==> config.mk <==
export PLATFORM = sky130hd
export DESIGN_NAME = bru_top
export DESIGN_NICKNAME = d
export VERILOG_FILES = /design/src/hw/rv_inst_pkg.sv /design/src/hw/br_pkg.sv /design/src/hw/br_bus_if.sv /design/src/hw/br_decode.sv /design/src/hw/bru.sv /design/src/hw/pc_ctrl.sv /design/src/hw/bru_top.sv
export VERILOG_INCLUDE_DIRS = /design/src /design/src/hw
export SDC_FILE = /design/constraint.sdc
export NUM_CORES = 1
export LEC_CHECK = 0
export BUFFER_PORTS_ARGS = -buffer_cell sky130_fd_sc_hd__buf_2
export CAP_MARGIN = 15
export CORE_AREA = 2 2 166 168
export CTS_BUF_LIST = sky130_fd_sc_hd__clkbuf_16
export DETAILED_ROUTE_END_ITERATION = 6
export DIE_AREA = 0 0 168 170
export PLACE_DENSITY = 0.54
export SYNTH_ARGS = -nofsm -noshare
export SYNTH_HDL_FRONTEND = slang
export SYNTH_SLANG_ARGS = --single-unit
export TNS_END_PERCENT = 100
==> constraint.sdc <==
create_clock -name i_clk -period 9.01 [get_ports i_clk]
set_clock_uncertainty 0.05 [all_clocks]
set_input_delay 0.901 -clock i_clk [delete_from_list [all_inputs] [get_ports i_clk]]
set_output_delay 0.901 -clock i_clk [all_outputs]
set_load 0.1 [all_outputs]
==> src/hw/bru_macros.svh <==
// widths, reset pc and trap vector shared by the branch slice; include before any module using them.
`ifndef BRU_MACROS_SVH
`define BRU_MACROS_SVH

// operand width of rs1, rs2 and the immediate.
`define WORD_WD 32

// program counter width.
`define PC_WD 32

// pc loaded on reset.
`define RESET_PC 32'h8000_0000

// fixed ecall target, no writable mtvec.
`define TRAP_VEC 32'h8000_0100

`endif

==> src/hw/rv_inst_pkg.sv <==
// rv32i opcode values and instruction format views; referenced by scoped name from the decoder.
package rv_inst_pkg;

  // only the control-transfer opcodes are named.
  typedef enum logic [6:0] {
    OP_BRANCH = 7'b110_0011,
    OP_JALR   = 7'b110_0111,
    OP_JAL    = 7'b110_1111,
    OP_SYSTEM = 7'b111_0011
  } opcode_e;

  typedef struct packed {
    logic       imm12;    // inst[31].
    logic [5:0] imm10_5;
    logic [4:0] rs2;
    logic [4:0] rs1;
    logic [2:0] funct3;
    logic [3:0] imm4_1;
    logic       imm11;    // inst[7].
    logic [6:0] opcode;
  } b_inst_t;

  typedef struct packed {
    logic [11:0] imm12;
    logic [4:0]  rs1;
    logic [2:0]  funct3;
    logic [4:0]  rd;
    logic [6:0]  opcode;
  } i_inst_t;

  typedef struct packed {
    logic       imm20;    // sign bit.
    logic [9:0] imm10_1;
    logic       imm11;
    logic [7:0] imm19_12;
    logic [4:0] rd;
    logic [6:0] opcode;
  } j_inst_t;

  // one word, read in the format its opcode selects.
  typedef union packed {
    b_inst_t b;
    i_inst_t i;
    j_inst_t j;
  } inst_u;

endpackage

==> src/hw/br_pkg.sv <==
// branch function and exception kind encodings shared by decoder, branch unit and pc control.
package br_pkg;

  // encoding follows the original branch unit lookup keys.
  typedef enum logic [2:0] {
    BR_JAL  = 3'd0,
    BR_JALR = 3'd1,
    BR_BEQ  = 3'd2,
    BR_BNE  = 3'd3,
    BR_BLT  = 3'd4,
    BR_BGE  = 3'd5,
    BR_BLTU = 3'd6,
    BR_BGEU = 3'd7
  } brfunc_e;

  typedef enum logic [1:0] {
    EP_NONE  = 2'd0,
    EP_ECALL = 2'd1,
    EP_MRET  = 2'd2
  } ep_kind_e;

endpackage

==> src/hw/br_bus_if.sv <==
// decoded branch request bus; the decoder drives it through dec and the branch unit reads it.
`timescale 1ns/1ns
`include "bru_macros.svh"

interface br_bus_if;

  logic                bren;     // branch, jal or jalr.
  br_pkg::brfunc_e     brfunc;
  logic [`WORD_WD-1:0] imm;      // already sign extended.
  br_pkg::ep_kind_e    ep_kind;

  modport dec (
    output bren,
    output brfunc,
    output imm,
    output ep_kind
  );

  modport bru (
    input  bren,
    input  brfunc,
    input  imm,
    input  ep_kind
  );

endinterface

==> src/hw/br_decode.sv <==
// combinational decoder from one rv32i word to the branch request and exception kind.
`timescale 1ns/1ns
`include "bru_macros.svh"

module br_decode (
  input  rv_inst_pkg::inst_u i_inst,
  output br_pkg::ep_kind_e   o_ep_kind,
  br_bus_if.dec              br
);

  logic [`WORD_WD-1:0] b_imm;
  logic [`WORD_WD-1:0] i_imm;
  logic [`WORD_WD-1:0] j_imm;
  logic                sys_zero;
  br_pkg::ep_kind_e    ep_kind;

  // immediates rebuilt from the scattered fields.
  assign b_imm = {{(`WORD_WD-13){i_inst.b.imm12}}, i_inst.b.imm12, i_inst.b.imm11,
                  i_inst.b.imm10_5, i_inst.b.imm4_1, 1'b0};
  assign i_imm = {{(`WORD_WD-12){i_inst.i.imm12[11]}}, i_inst.i.imm12};
  assign j_imm = {{(`WORD_WD-21){i_inst.j.imm20}}, i_inst.j.imm20, i_inst.j.imm19_12,
                  i_inst.j.imm11, i_inst.j.imm10_1, 1'b0};

  // ecall and mret have rs1, funct3 and rd all zero.
  assign sys_zero = (i_inst.i.rs1 == 5'd0) && (i_inst.i.funct3 == 3'd0) &&
                    (i_inst.i.rd == 5'd0);

  always_comb begin
    br.bren   = 1'b0;
    br.brfunc = br_pkg::BR_JAL;
    br.imm    = '0;
    ep_kind   = br_pkg::EP_NONE;
    case (i_inst.b.opcode)
      rv_inst_pkg::OP_BRANCH: begin
        br.bren = 1'b1;
        br.imm  = b_imm;
        case (i_inst.b.funct3)
          3'b000:  br.brfunc = br_pkg::BR_BEQ;
          3'b001:  br.brfunc = br_pkg::BR_BNE;
          3'b100:  br.brfunc = br_pkg::BR_BLT;
          3'b101:  br.brfunc = br_pkg::BR_BGE;
          3'b110:  br.brfunc = br_pkg::BR_BLTU;
          3'b111:  br.brfunc = br_pkg::BR_BGEU;
          default: br.bren   = 1'b0;   // 010 and 011 are reserved.
        endcase
      end
      rv_inst_pkg::OP_JAL: begin
        br.bren   = 1'b1;
        br.brfunc = br_pkg::BR_JAL;
        br.imm    = j_imm;
      end
      rv_inst_pkg::OP_JALR: begin
        if (i_inst.i.funct3 == 3'd0) begin
          br.bren   = 1'b1;
          br.brfunc = br_pkg::BR_JALR;
          br.imm    = i_imm;
        end
      end
      rv_inst_pkg::OP_SYSTEM: begin
        if (sys_zero && (i_inst.i.imm12 == 12'h000)) begin
          ep_kind = br_pkg::EP_ECALL;
        end else if (sys_zero && (i_inst.i.imm12 == 12'h302)) begin
          ep_kind = br_pkg::EP_MRET;
        end
      end
      default: ;   // anything else falls through as pc + 4.
    endcase
  end

  assign br.ep_kind = ep_kind;
  assign o_ep_kind  = ep_kind;

endmodule

==> src/hw/bru.sv <==
// combinational branch unit; compares operands and gives taken and target for the current pc.
`timescale 1ns/1ns
`include "bru_macros.svh"

module bru (
  br_bus_if.bru              br,
  input  logic [`WORD_WD-1:0] i_rs1data,
  input  logic [`WORD_WD-1:0] i_rs2data,
  input  logic [`PC_WD-1:0]   i_pc,
  input  logic                i_ep_sel,   // exception redirect.
  input  logic [`PC_WD-1:0]   i_epnpc,
  output logic                o_br_taken,
  output logic [`PC_WD-1:0]   o_br_target
);

  logic [`WORD_WD:0]   sub_full;
  logic [`WORD_WD-1:0] sub_result;
  logic                carry;
  logic                overflow;
  logic                zero;
  logic                signed_less;
  logic                unsigned_less;
  logic                br_req;
  logic                cond;
  logic                pc_a_src;   // offset is imm, else 4.
  logic                pc_b_src;   // base is rs1, else pc.
  logic [`PC_WD-1:0]   sum;

  // rs1 - rs2 as rs1 + ~rs2 + 1, carry kept.
  assign sub_full   = {1'b0, i_rs1data} + {1'b0, ~i_rs2data} + {{`WORD_WD{1'b0}}, 1'b1};
  assign sub_result = sub_full[`WORD_WD-1:0];
  assign carry      = sub_full[`WORD_WD];

  assign zero          = ~(|sub_result);
  assign overflow      = (i_rs1data[`WORD_WD-1] ^ i_rs2data[`WORD_WD-1]) &
                         (i_rs1data[`WORD_WD-1] ^ sub_result[`WORD_WD-1]);
  assign signed_less   = sub_result[`WORD_WD-1] ^ overflow;
  assign unsigned_less = ~carry;   // no carry out means a borrow.

  // exception words never take the compare path.
  assign br_req = br.bren & (br.ep_kind == br_pkg::EP_NONE);

  always_comb begin
    case (br.brfunc)
      br_pkg::BR_JAL,
      br_pkg::BR_JALR: cond = 1'b1;
      br_pkg::BR_BEQ:  cond = zero;
      br_pkg::BR_BNE:  cond = ~zero;
      br_pkg::BR_BLT:  cond = signed_less;
      br_pkg::BR_BGE:  cond = ~signed_less;
      br_pkg::BR_BLTU: cond = unsigned_less;
      br_pkg::BR_BGEU: cond = ~unsigned_less;
      default:         cond = 1'b0;
    endcase
  end

  assign pc_a_src = br_req & cond;
  assign pc_b_src = br_req & (br.brfunc == br_pkg::BR_JALR);

  assign sum = (pc_b_src ? i_rs1data : i_pc) + (pc_a_src ? br.imm : `PC_WD'(4));

  assign o_br_taken  = pc_a_src | i_ep_sel;
  assign o_br_target = i_ep_sel ? i_epnpc
                     : {sum[`PC_WD-1:1], sum[0] & ~pc_b_src};   // jalr drops bit 0.

endmodule

==> src/hw/pc_ctrl.sv <==
// pc and mepc owner; maps the exception kind to a redirect and commits the next pc each valid cycle.
`timescale 1ns/1ns
`include "bru_macros.svh"

module pc_ctrl (
  input  logic              i_clk,
  input  logic              i_rst_n,
  input  logic              i_valid,
  input  br_pkg::ep_kind_e  i_ep_kind,
  input  logic              i_taken,
  input  logic [`PC_WD-1:0] i_target,
  output logic              o_ep_sel,
  output logic [`PC_WD-1:0] o_epnpc,
  output logic [`PC_WD-1:0] o_pc,
  output logic              o_br_taken
);

  logic [`PC_WD-1:0] pc_q;
  logic [`PC_WD-1:0] mepc_q;
  logic [`PC_WD-1:0] pc_d;
  logic              is_ecall;
  logic              is_mret;

  assign is_ecall = (i_ep_kind == br_pkg::EP_ECALL);
  assign is_mret  = (i_ep_kind == br_pkg::EP_MRET);

  // ecall goes to the trap vector, mret back to mepc.
  assign o_ep_sel = is_ecall | is_mret;
  assign o_epnpc  = is_mret ? mepc_q : `TRAP_VEC;

  assign o_br_taken = i_valid & i_taken;
  assign pc_d       = o_br_taken ? i_target : pc_q + `PC_WD'(4);

  always_ff @(posedge i_clk) begin
    if (!i_rst_n) begin
      pc_q   <= `RESET_PC;
      mepc_q <= '0;
    end else if (i_valid) begin
      pc_q <= pc_d;
      if (is_ecall) begin
        mepc_q <= pc_q;   // pc of the ecall itself.
      end
    end
  end

  assign o_pc = pc_q;

endmodule

==> src/hw/bru_top.sv <==
// top of the control-transfer slice; joins decoder, branch unit and pc control to plain ports.
`timescale 1ns/1ns
`include "bru_macros.svh"

module bru_top (
  input  logic                i_clk,
  input  logic                i_rst_n,
  input  logic                i_valid,    // instruction at o_pc executes now.
  input  logic [31:0]         i_inst,
  input  logic [`WORD_WD-1:0] i_rs1data,
  input  logic [`WORD_WD-1:0] i_rs2data,
  output logic [`PC_WD-1:0]   o_pc,
  output logic                o_br_taken,
  output logic [`PC_WD-1:0]   o_br_target
);

  br_pkg::ep_kind_e  ep_kind;
  logic              ep_sel;
  logic [`PC_WD-1:0] epnpc;
  logic              bru_taken;   // before the valid gate.

  br_bus_if br ();

  br_decode u_decode (
    .i_inst    (i_inst),
    .o_ep_kind (ep_kind),
    .br        (br.dec)
  );

  bru u_bru (
    .br          (br.bru),
    .i_rs1data   (i_rs1data),
    .i_rs2data   (i_rs2data),
    .i_pc        (o_pc),
    .i_ep_sel    (ep_sel),
    .i_epnpc     (epnpc),
    .o_br_taken  (bru_taken),
    .o_br_target (o_br_target)
  );

  pc_ctrl u_pc_ctrl (
    .i_clk      (i_clk),
    .i_rst_n    (i_rst_n),
    .i_valid    (i_valid),
    .i_ep_kind  (ep_kind),
    .i_taken    (bru_taken),
    .i_target   (o_br_target),
    .o_ep_sel   (ep_sel),
    .o_epnpc    (epnpc),
    .o_pc       (o_pc),
    .o_br_taken (o_br_taken)
  );

endmodule

==> results of run 1 <==
what timing repair did:
action	in CTS	in global routing
endpoints found under the setup margin	11	12
hold buffers	0	0
pin swaps	42	56
resized for setup	46	35
setup buffers	10	4
critical path, delay by kind of cell:
family / cells / cell delay, ps
AOI/OAI and AO/OA: 18 / 3150
xor gates and xnor gates: 2 / 360
and+or+nand+nor: 10 / 2230
adders and majority gates: 3 / 1080
buffers and inverters: 3 / 370
report_power, final:
part / total, mW / internal [mW] / switching (mW)
Clock: 0.384 / 0.243 / 0.141
Sequential: 0.286 / 0.284 / 0.00255
Combinational: 0.314 / 0.131 / 0.183
Total: 0.984 / 0.657 / 0.327
final cells by class:
class                           instances  share of cell area
Multi-Input combinational cell        955               0.589
Tap cell                              341              0.0380
Clock inverter                          7             0.00848
Timing Repair Buffer                  309               0.206
Sequential cell                        64               0.114
Antenna cell                            2            0.000446
Clock buffer                            9              0.0201
Inverter                               70              0.0237
cell families (layout without fill, tap and decap cells):
family | Yosys count | after routing | synth area share
XOR/XNOR | 44 | 44 | 0.0486
AO/OA/AOI/OAI | 357 | 357 | 0.279
AND/OR/NAND/NOR | 444 | 444 | 0.276
other | 0 | 2 | 0
adder cells (fa/ha/maj) | 70 | 70 | 0.113
flip-flops | 64 | 64 | 0.162
multiplexers | 40 | 40 | 0.0558
buffers and inverters | 131 | 395 | 0.0666
per-layer routing:
metal	up-vias	part of all wire	routed length (um)
met4	0	0.026	823
met2	286	0.45	14400
met1	4513	0.47	15000
li1	4692	-	-
met5	-	0	0
met3	38	0.051	1620
worst paths after layout:
path	from	to	slack, ps	cells after the start
setup / recovery	i_rs1data[8]	o_br_target[31]	-60	36
hold / removal	u_pc_ctrl.mepc_q[31]	u_pc_ctrl.mepc_q[31]	400	2
setup reg to reg	u_pc_ctrl.o_pc[0]	u_pc_ctrl.o_pc[20]	5050	19
hold reg to reg	u_pc_ctrl.mepc_q[31]	u_pc_ctrl.mepc_q[31]	400	2
state kept, by name, summed over array words and instances, names as in the netlist:
name              flops
u_pc_ctrl.mepc_q     32
u_pc_ctrl.o_pc       32
cells in the mapped netlist, drive strengths merged, types with 5 or more instances:
master     n
or3       10
inv       69
a31oi      8
a21o      22
o21ai    112
nor3      35
nand2b     7
nor2b     10
o21bai     6
buf       15
nor3b     16
ha        67
and2      19
xnor2     28
mux2      34
o211ai     5
a22oi      7
a211oi    13
o2111ai    5
xor2      16
o21a      10
a21oi    117
clkbuf    46
nand3     59
and3      23
nand2    150
nand4     19
mux2i      6
nor4       9
dfxtp     64
nor2      68
per-stage QoR:
| step | hold slack [ps] | power (mW) | setup WS (ps) | std cells |
|---|---|---|---|---|
| 6_report | 402 | 0.984 | -58.8 | 1757 |
| 3_5_place_dp | 394 | 0.585 | -486 | 1725 |
| 2_1_floorplan | 383 | 0.464 | 6.84 | 1150 |
| 4_1_cts | 402 | 0.972 | -32.0 | 1751 |
| 3_3_place_gp | 390 | 0.585 | -209 | 1725 |
| 5_1_grt | 422 | 1.02 | -439 | 1756 |
==> summary.md, run 1 <==
| Metric | Value |
|---|---|
| Status | `complete, but fails checks` |
| Failing checks | `setup timing` |
| Synth Register Bits | `64` |
| Final setup vio count | `3` |
| Seq/Total Area, Yosys | `0.162` |
| DRT Pass-1 Iters | `6` |
| Initial antenna violation count | `1` |
| Worst slew margin | `0.442` |
| CP startpoint kind | `primary input` |
| Register area | `1280 um^2` |
| Die height | `170 um` |
| Asr flop ratio synth | `0` |
| VDD IR max | `0.0828 mV` |
| DRC violations left | `0` |
| H-Tree Depth | `3` |
| Vias in the first global route | `between 8,000 and 9,000` |
| Later-pin clock latency in the skew report | `340 ps` |
| Fraction of layout cells with a size suffix above 1 | `0.316` |
| Starting Density | `0.298` |
| DIE AREA | `28,600 um^2` |
| Kind of critical path | `primary input to primary output` |
| GRT busiest layer | `met2` |
| Port bufs | `roughly 160` |
| Worst-path maximum fanout | `7` |
| Avg Inst Size Synth | `approximately 6.9 um^2` |
| Commonest non-fill, non-tap cell in the layout | `nand2_1` |
| CORE AREA | `26,700 um^2` |
| Slew Limit Fails | `0` |
| Root Buffer | `clkbuf_16` |
| Die Wd | `168 um` |
| Vias/cell | `5.42` |
| RePlAce Congestion | `0.919` |
| HPWL Detailed | `25,300 um` |
| RSZ-0062 raised after global routing | `true` |
| Mapped Area | `7930 um^2` |
| Synth cell types | `80` |
| CTS tree | `done` |
| Max-Cap Viols | `0` |
| # rows | `60` |
| Post-synthesis cell count | `between 1,000 and 1,500` |
| Pwr per Cell Area | `between 80 and 90 nW/um^2` |
| Yosys warnings | `0` |
| Prevailing post-synth register cell | `dfxtp_1` |
| GRT overflow | `0` |
| Core Util, Final | `0.421` |
| Max clock buf depth | `2` |
| Global-route wire length before repair | `48,600 um` |
| Num CTS Buffers | `9` |
| P_leak | `approximately 5.0 nW` |
| Syn Nets | `1,319` |
| Worst EP required | `roughly 8100 ps` |
| Clock tree sinks | `64` |
| Endpoints failing hold | `0` |
| Final min period | `9070 ps` |
| Worst setup EP type | `primary output` |
| Highest clock rate | `110 MHz` |
| Final worst-path cycle share | `1.01` |
| Max incr delay on CP | `510 ps` |
| Initial DRC Count | `687` |
| Antenna Nets Post-Route | `0` |
| Slew @ Worst Pin | `838 ps` |
| M2 GR Usage | `0.343` |
| Fin area | `11,200 um^2` |
| Final WS setup | `-58.8 ps` |
| Post-Place Cell Area | `~10,000 um^2` |
| Setup TNS | `-125 ps` |
| GR Util All Layers | `0.215` |
| Fin nets | `between 1,500 and 2,000` |
| Clock transition at path regs | `60 ps` |
| Most used cell, CP | `a21oi_2` |
| Area leader, netlist | `dfxtp_1` |
| Via count | `approximately 9,500` |
| Cells taking the most area after synthesis | `dfxtp_1, ha_1, a21oi_1` |
| WL/cell | `18.1 um` |
| Multi-input gate area | `6610 um^2` |
| Met1 usage in global routing | `0.298` |
| Fill cells | `2,782` |
| Commonest non-fill, non-tap cells in the layout | `nand2_1, buf_4, buf_2, a21oi_1, nor2_1` |
| CP Data Arrival Time | `8120 ps` |
| Largest net degree at the start of global routing | `66` |
| Area grow syn2layout | `41.4%` |
| EDFF count, synth | `0` |
| Top-area cell type share of the netlist area | `0.162` |
| M3 GR Usage | `0.0300` |
| Top Ports | `164` |
| Highest-delay cell along the critical path | `fa_1` |
| Hold Path Class | `register to register` |
| Routed WL | `roughly 32,000 um` |
No activity file was read; power rests on OpenSTA's default activity.
==> run 2: changes to the inputs <==
CORE_AREA = 2 2 173 175   (was 2 2 166 168)
DIE_AREA = 0 0 175 177   (was 0 0 168 170)
REMOVE_ABC_BUFFERS = 1   (was not set)
SYNTH_HIERARCHICAL = 1   (was not set)
==> summary.md, run 2 <==
| Metric | Value |
|---|---|
| Highest-delay cell along the critical path | `fa_1 (unchanged)` |
| Post-Place Cell Area | `11,400 um^2 (was 10,400 um^2)` |
| Max-Cap Viols | `0 (unchanged)` |
| # rows | `63 (was 60)` |
| Antenna Nets Post-Route | `0 (unchanged)` |
| Worst r2r src | `u_pc_ctrl/o_pc[2] (was u_pc_ctrl.o_pc[0])` |
| Area grow syn2layout | `43.1% (was 41.4%)` |
| Seq/Total Area, Yosys | `0.149 (was 0.162)` |
| EDFF count, synth | `0 (unchanged)` |
| VDD IR max | `0.0809 mV (was 0.0828 mV)` |
| Final setup vio count | `6 (was 3)` |
| Status | `complete, but fails checks (unchanged)` |
| Vias/cell | `5.39 (was 5.42)` |
| RePlAce Congestion | `0.932 (was 0.919)` |
| Max clock buf depth | `2 (unchanged)` |
| Final min period | `9100 ps (was 9070 ps)` |
| Fill cells | `3,015 (was 2,782)` |
| Mapped Area | `8610 um^2 (was 7930 um^2)` |
| Most used cell, CP | `a31oi_4 (was a21oi_2)` |
| WL/cell | `19.0 um (was 18.1 um)` |
| Vias in the first global route | `9,992 (was 8,758)` |
| DIE AREA | `31,000 um^2 (was 28,600 um^2)` |
| Failing checks | `setup timing (unchanged)` |
| Hold Path Origin | `u_pc_ctrl/mepc_q[9] (was u_pc_ctrl.mepc_q[31])` |
| GR Util All Layers | `0.229 (was 0.215)` |
| Top Ports | `164 (unchanged)` |
| Core Util, Final | `0.421 (about the same)` |
| Initial antenna violation count | `3 (was 1)` |
| Worst setup EP type | `primary output (unchanged)` |
| DRC violations left | `0 (unchanged)` |
| Highest clock rate | `110 MHz (about the same)` |
| Commonest non-fill, non-tap cells in the layout | `buf_4, nand2_1, buf_2, a21oi_1, dfxtp_1 (was nand2_1, buf_4, buf_2, a21oi_1, nor2_1)` |
| Area leader, netlist | `dfxtp_1 (unchanged)` |
| Hold Path Class | `register to register (unchanged)` |
| Hold-critical path depth | `2 (unchanged)` |
| Avg Inst Size Synth | `7.09 um^2 (was 6.90 um^2)` |
| Pwr per Cell Area | `79.5 nW/um^2 (was 87.8 nW/um^2)` |
| Root Buffer | `clkbuf_16 (unchanged)` |
| CP Data Arrival Time | `8150 ps (was 8120 ps)` |
| Port bufs | `163 (unchanged)` |
| Reg2Reg Depth | `20 (was 19)` |
| H-Tree Depth | `3 (unchanged)` |
| GRT overflow | `0 (unchanged)` |
| CTS Hold Bufs | `0 (unchanged)` |
| Slew @ Worst Pin | `926 ps (was 838 ps)` |
| Post-synthesis cell count | `1,213 (was 1,150)` |
| Place WS | `-805 ps (was -486 ps)` |
| Initial DRC Count | `812 (was 687)` |
| Synth cell types | `90 (was 80)` |
| Fin nets | `1,687 (was 1,578)` |
| Starting Density | `0.294 (was 0.298)` |
| Fin area | `12,300 um^2 (was 11,200 um^2)` |
| HPWL Detailed | `28,300 um (was 25,300 um)` |
| Clock transition at path regs | `60 ps (about the same)` |
| Count leader, synth | `nand2_1 (unchanged)` |
| Synth Register Bits | `64 (unchanged)` |
| Die height | `177 um (was 170 um)` |
| Synth top cells by count | `nand2_1, a21oi_1, o21ai_0, ha_1, dfxtp_1 (was nand2_1, a21oi_1, o21ai_0, inv_1, nor2_1)` |
| FF-to-FF setup slack | `4680 ps (was 5050 ps)` |
| R2R Path End | `u_pc_ctrl/o_pc[30] (was u_pc_ctrl.o_pc[20])` |
| Commonest non-fill, non-tap cell in the layout | `buf_4 (was nand2_1)` |
| Kind of critical path | `primary input to primary output (unchanged)` |
| Via count | `10,300 (was 9,529)` |
| Final WS setup | `-88.8 ps (was -58.8 ps)` |
| Final worst-path cycle share | `1.01 (about the same)` |
| CTS tree | `done (unchanged)` |
| Worst Hold End | `u_pc_ctrl/mepc_q[9] (was u_pc_ctrl.mepc_q[31])` |
| Clock tree sinks | `64 (unchanged)` |
| Asr flop ratio synth | `0 (unchanged)` |
| Endpoints failing hold | `0 (unchanged)` |
| RSZ-0062 raised after global routing | `true (unchanged)` |
| DRT Pass-1 Iters | `7 (was 6)` |
| Global-route wire length before repair | `55,400 um (was 48,600 um)` |
| Fraction of layout cells with a size suffix above 1 | `0.338 (was 0.316)` |
| Pwr Total | `979 uW (was 984 uW)` |
| Num CTS Buffers | `9 (unchanged)` |
| Worst EP required | `8060 ps (about the same)` |
| Largest net degree at the start of global routing | `60 (was 66)` |
| Worst slew margin | `0.383 (was 0.442)` |
| Later-pin clock latency in the skew report | `350 ps (was 340 ps)` |
| CP startpoint kind | `primary input (unchanged)` |
| Die Wd | `175 um (was 168 um)` |
| Worst-path maximum fanout | `5 (was 7)` |
| CORE AREA | `29,200 um^2 (was 26,700 um^2)` |
| Yosys warnings | `6 (was 0)` |
| Slew Limit Fails | `0 (unchanged)` |
| Cells taking the most area after synthesis | `dfxtp_1, ha_1, nand2_1 (was dfxtp_1, ha_1, a21oi_1)` |
| Max incr delay on CP | `520 ps (was 510 ps)` |
| Top-area cell type share of the netlist area | `0.149 (was 0.162)` |
| P_leak | `5.50 nW (was 4.99 nW)` |
| Routed WL | `36,400 um (was 31,900 um)` |
| Prevailing post-synth register cell | `dfxtp_1 (unchanged)` |
==> run 2: changes by cell type after synthesis, sizes merged, moves of 12 or more <==
cell | before | now
nand3 | 59 | 33
o21ai | 112 | 75
nand2 | 150 | 176
and2 | 19 | 42
nor2b | 10 | 39
a31oi | 8 | 22
nor3b | 16 | 4
nor3 | 35 | 20
inv | 69 | 57
==> run 2: cell families (layout without fill, tap and decap cells) <==
| logic type | count (synthesis) | after routing | synth area share |
|---|---|---|---|
| xor+xnor | 36 | 36 | 0.0366 |
| flops | 64 | 64 | 0.149 |
| simple gates | 489 | 489 | 0.296 |
| compound gates | 373 | 373 | 0.290 |
| other cells | 0 | 1 | 0 |
| mux | 43 | 43 | 0.0552 |
| buf+inv | 139 | 450 | 0.0696 |
| fa+ha+maj | 69 | 69 | 0.103 |
==> run 2: through the flow <==
step                std cells  hold slack [ps]  setup TNS (ps)
floorplan                1133              381          -61920
global placement         1872              387           -6330
detailed placement       1872              392           -9330
CTS                      1904              400           -1430
global route             1914              415           -4530
finish                   1915              398            -278
==> run 2: final cells by class <==
class | count | area [um^2] | share of cell area
Sequential cell | 64 | 1280 | 0.104
Multi-Input combinational cell | 1010 | 7100 | 0.576
Clock inverter | 7 | 71.3 | 0.00579
Inverter | 59 | 221 | 0.0180
Tap cell | 390 | 488 | 0.0396
Antenna cell | 1 | 2.50 | 0.000203
Clock buffer | 9 | 225 | 0.0183
Timing Repair Buffer | 375 | 2930 | 0.238
==> run 2: timing repair <==
| action | CTS | global route |
|---|---|---|
| pin swaps | 46 | 24 |
| setup buffers | 17 | 10 |
| endpoints found under the setup margin | 19 | 22 |
| resized for setup | 67 | 36 |
==> run 2: power breakdown <==
group	internal, mW	total (mW)	switching (mW)
combinational	0.139	0.331	0.192
sequential	0.284	0.287	0.00280
clock	0.214	0.362	0.147
==> run 2: critical path, delay by kind of cell <==
kind | cells | cell delay, ps
XOR/XNOR | 1 | 200
adder cells (fa/ha/maj) | 4 | 1200
buffers and inverters | 4 | 490
AO/OA/AOI/OAI | 20 | 3830
AND/OR/NAND/NOR | 8 | 1500
==> run 2: worst max path at each step <==
stage | slack (ps) | startpoint | depth (start not counted) | to
after global placement | -630 | i_rs1data[1] | 34 | o_br_target[30]
after floorplan | -2170 | i_rs2data[2] | 35 | o_br_target[26]
final | -90 | i_rs1data[12] | 37 | o_br_target[26]
after detailed placement | -800 | i_rs1data[1] | 36 | o_br_target[30]
after CTS | -170 | i_rs1data[12] | 36 | o_br_target[30]
after global routing | -390 | i_rs2data[1] | 37 | o_br_target[30]
==> run 2: metal layers <==
| layer | wire length, um | GRT usage |
|---|---|---|
| met5 | 0 | 0 |
| met4 | 1140 | 0.0771 |
| met3 | 2030 | 0.0277 |
| met2 | 17000 | 0.387 |
| met1 | 16100 | 0.301 |
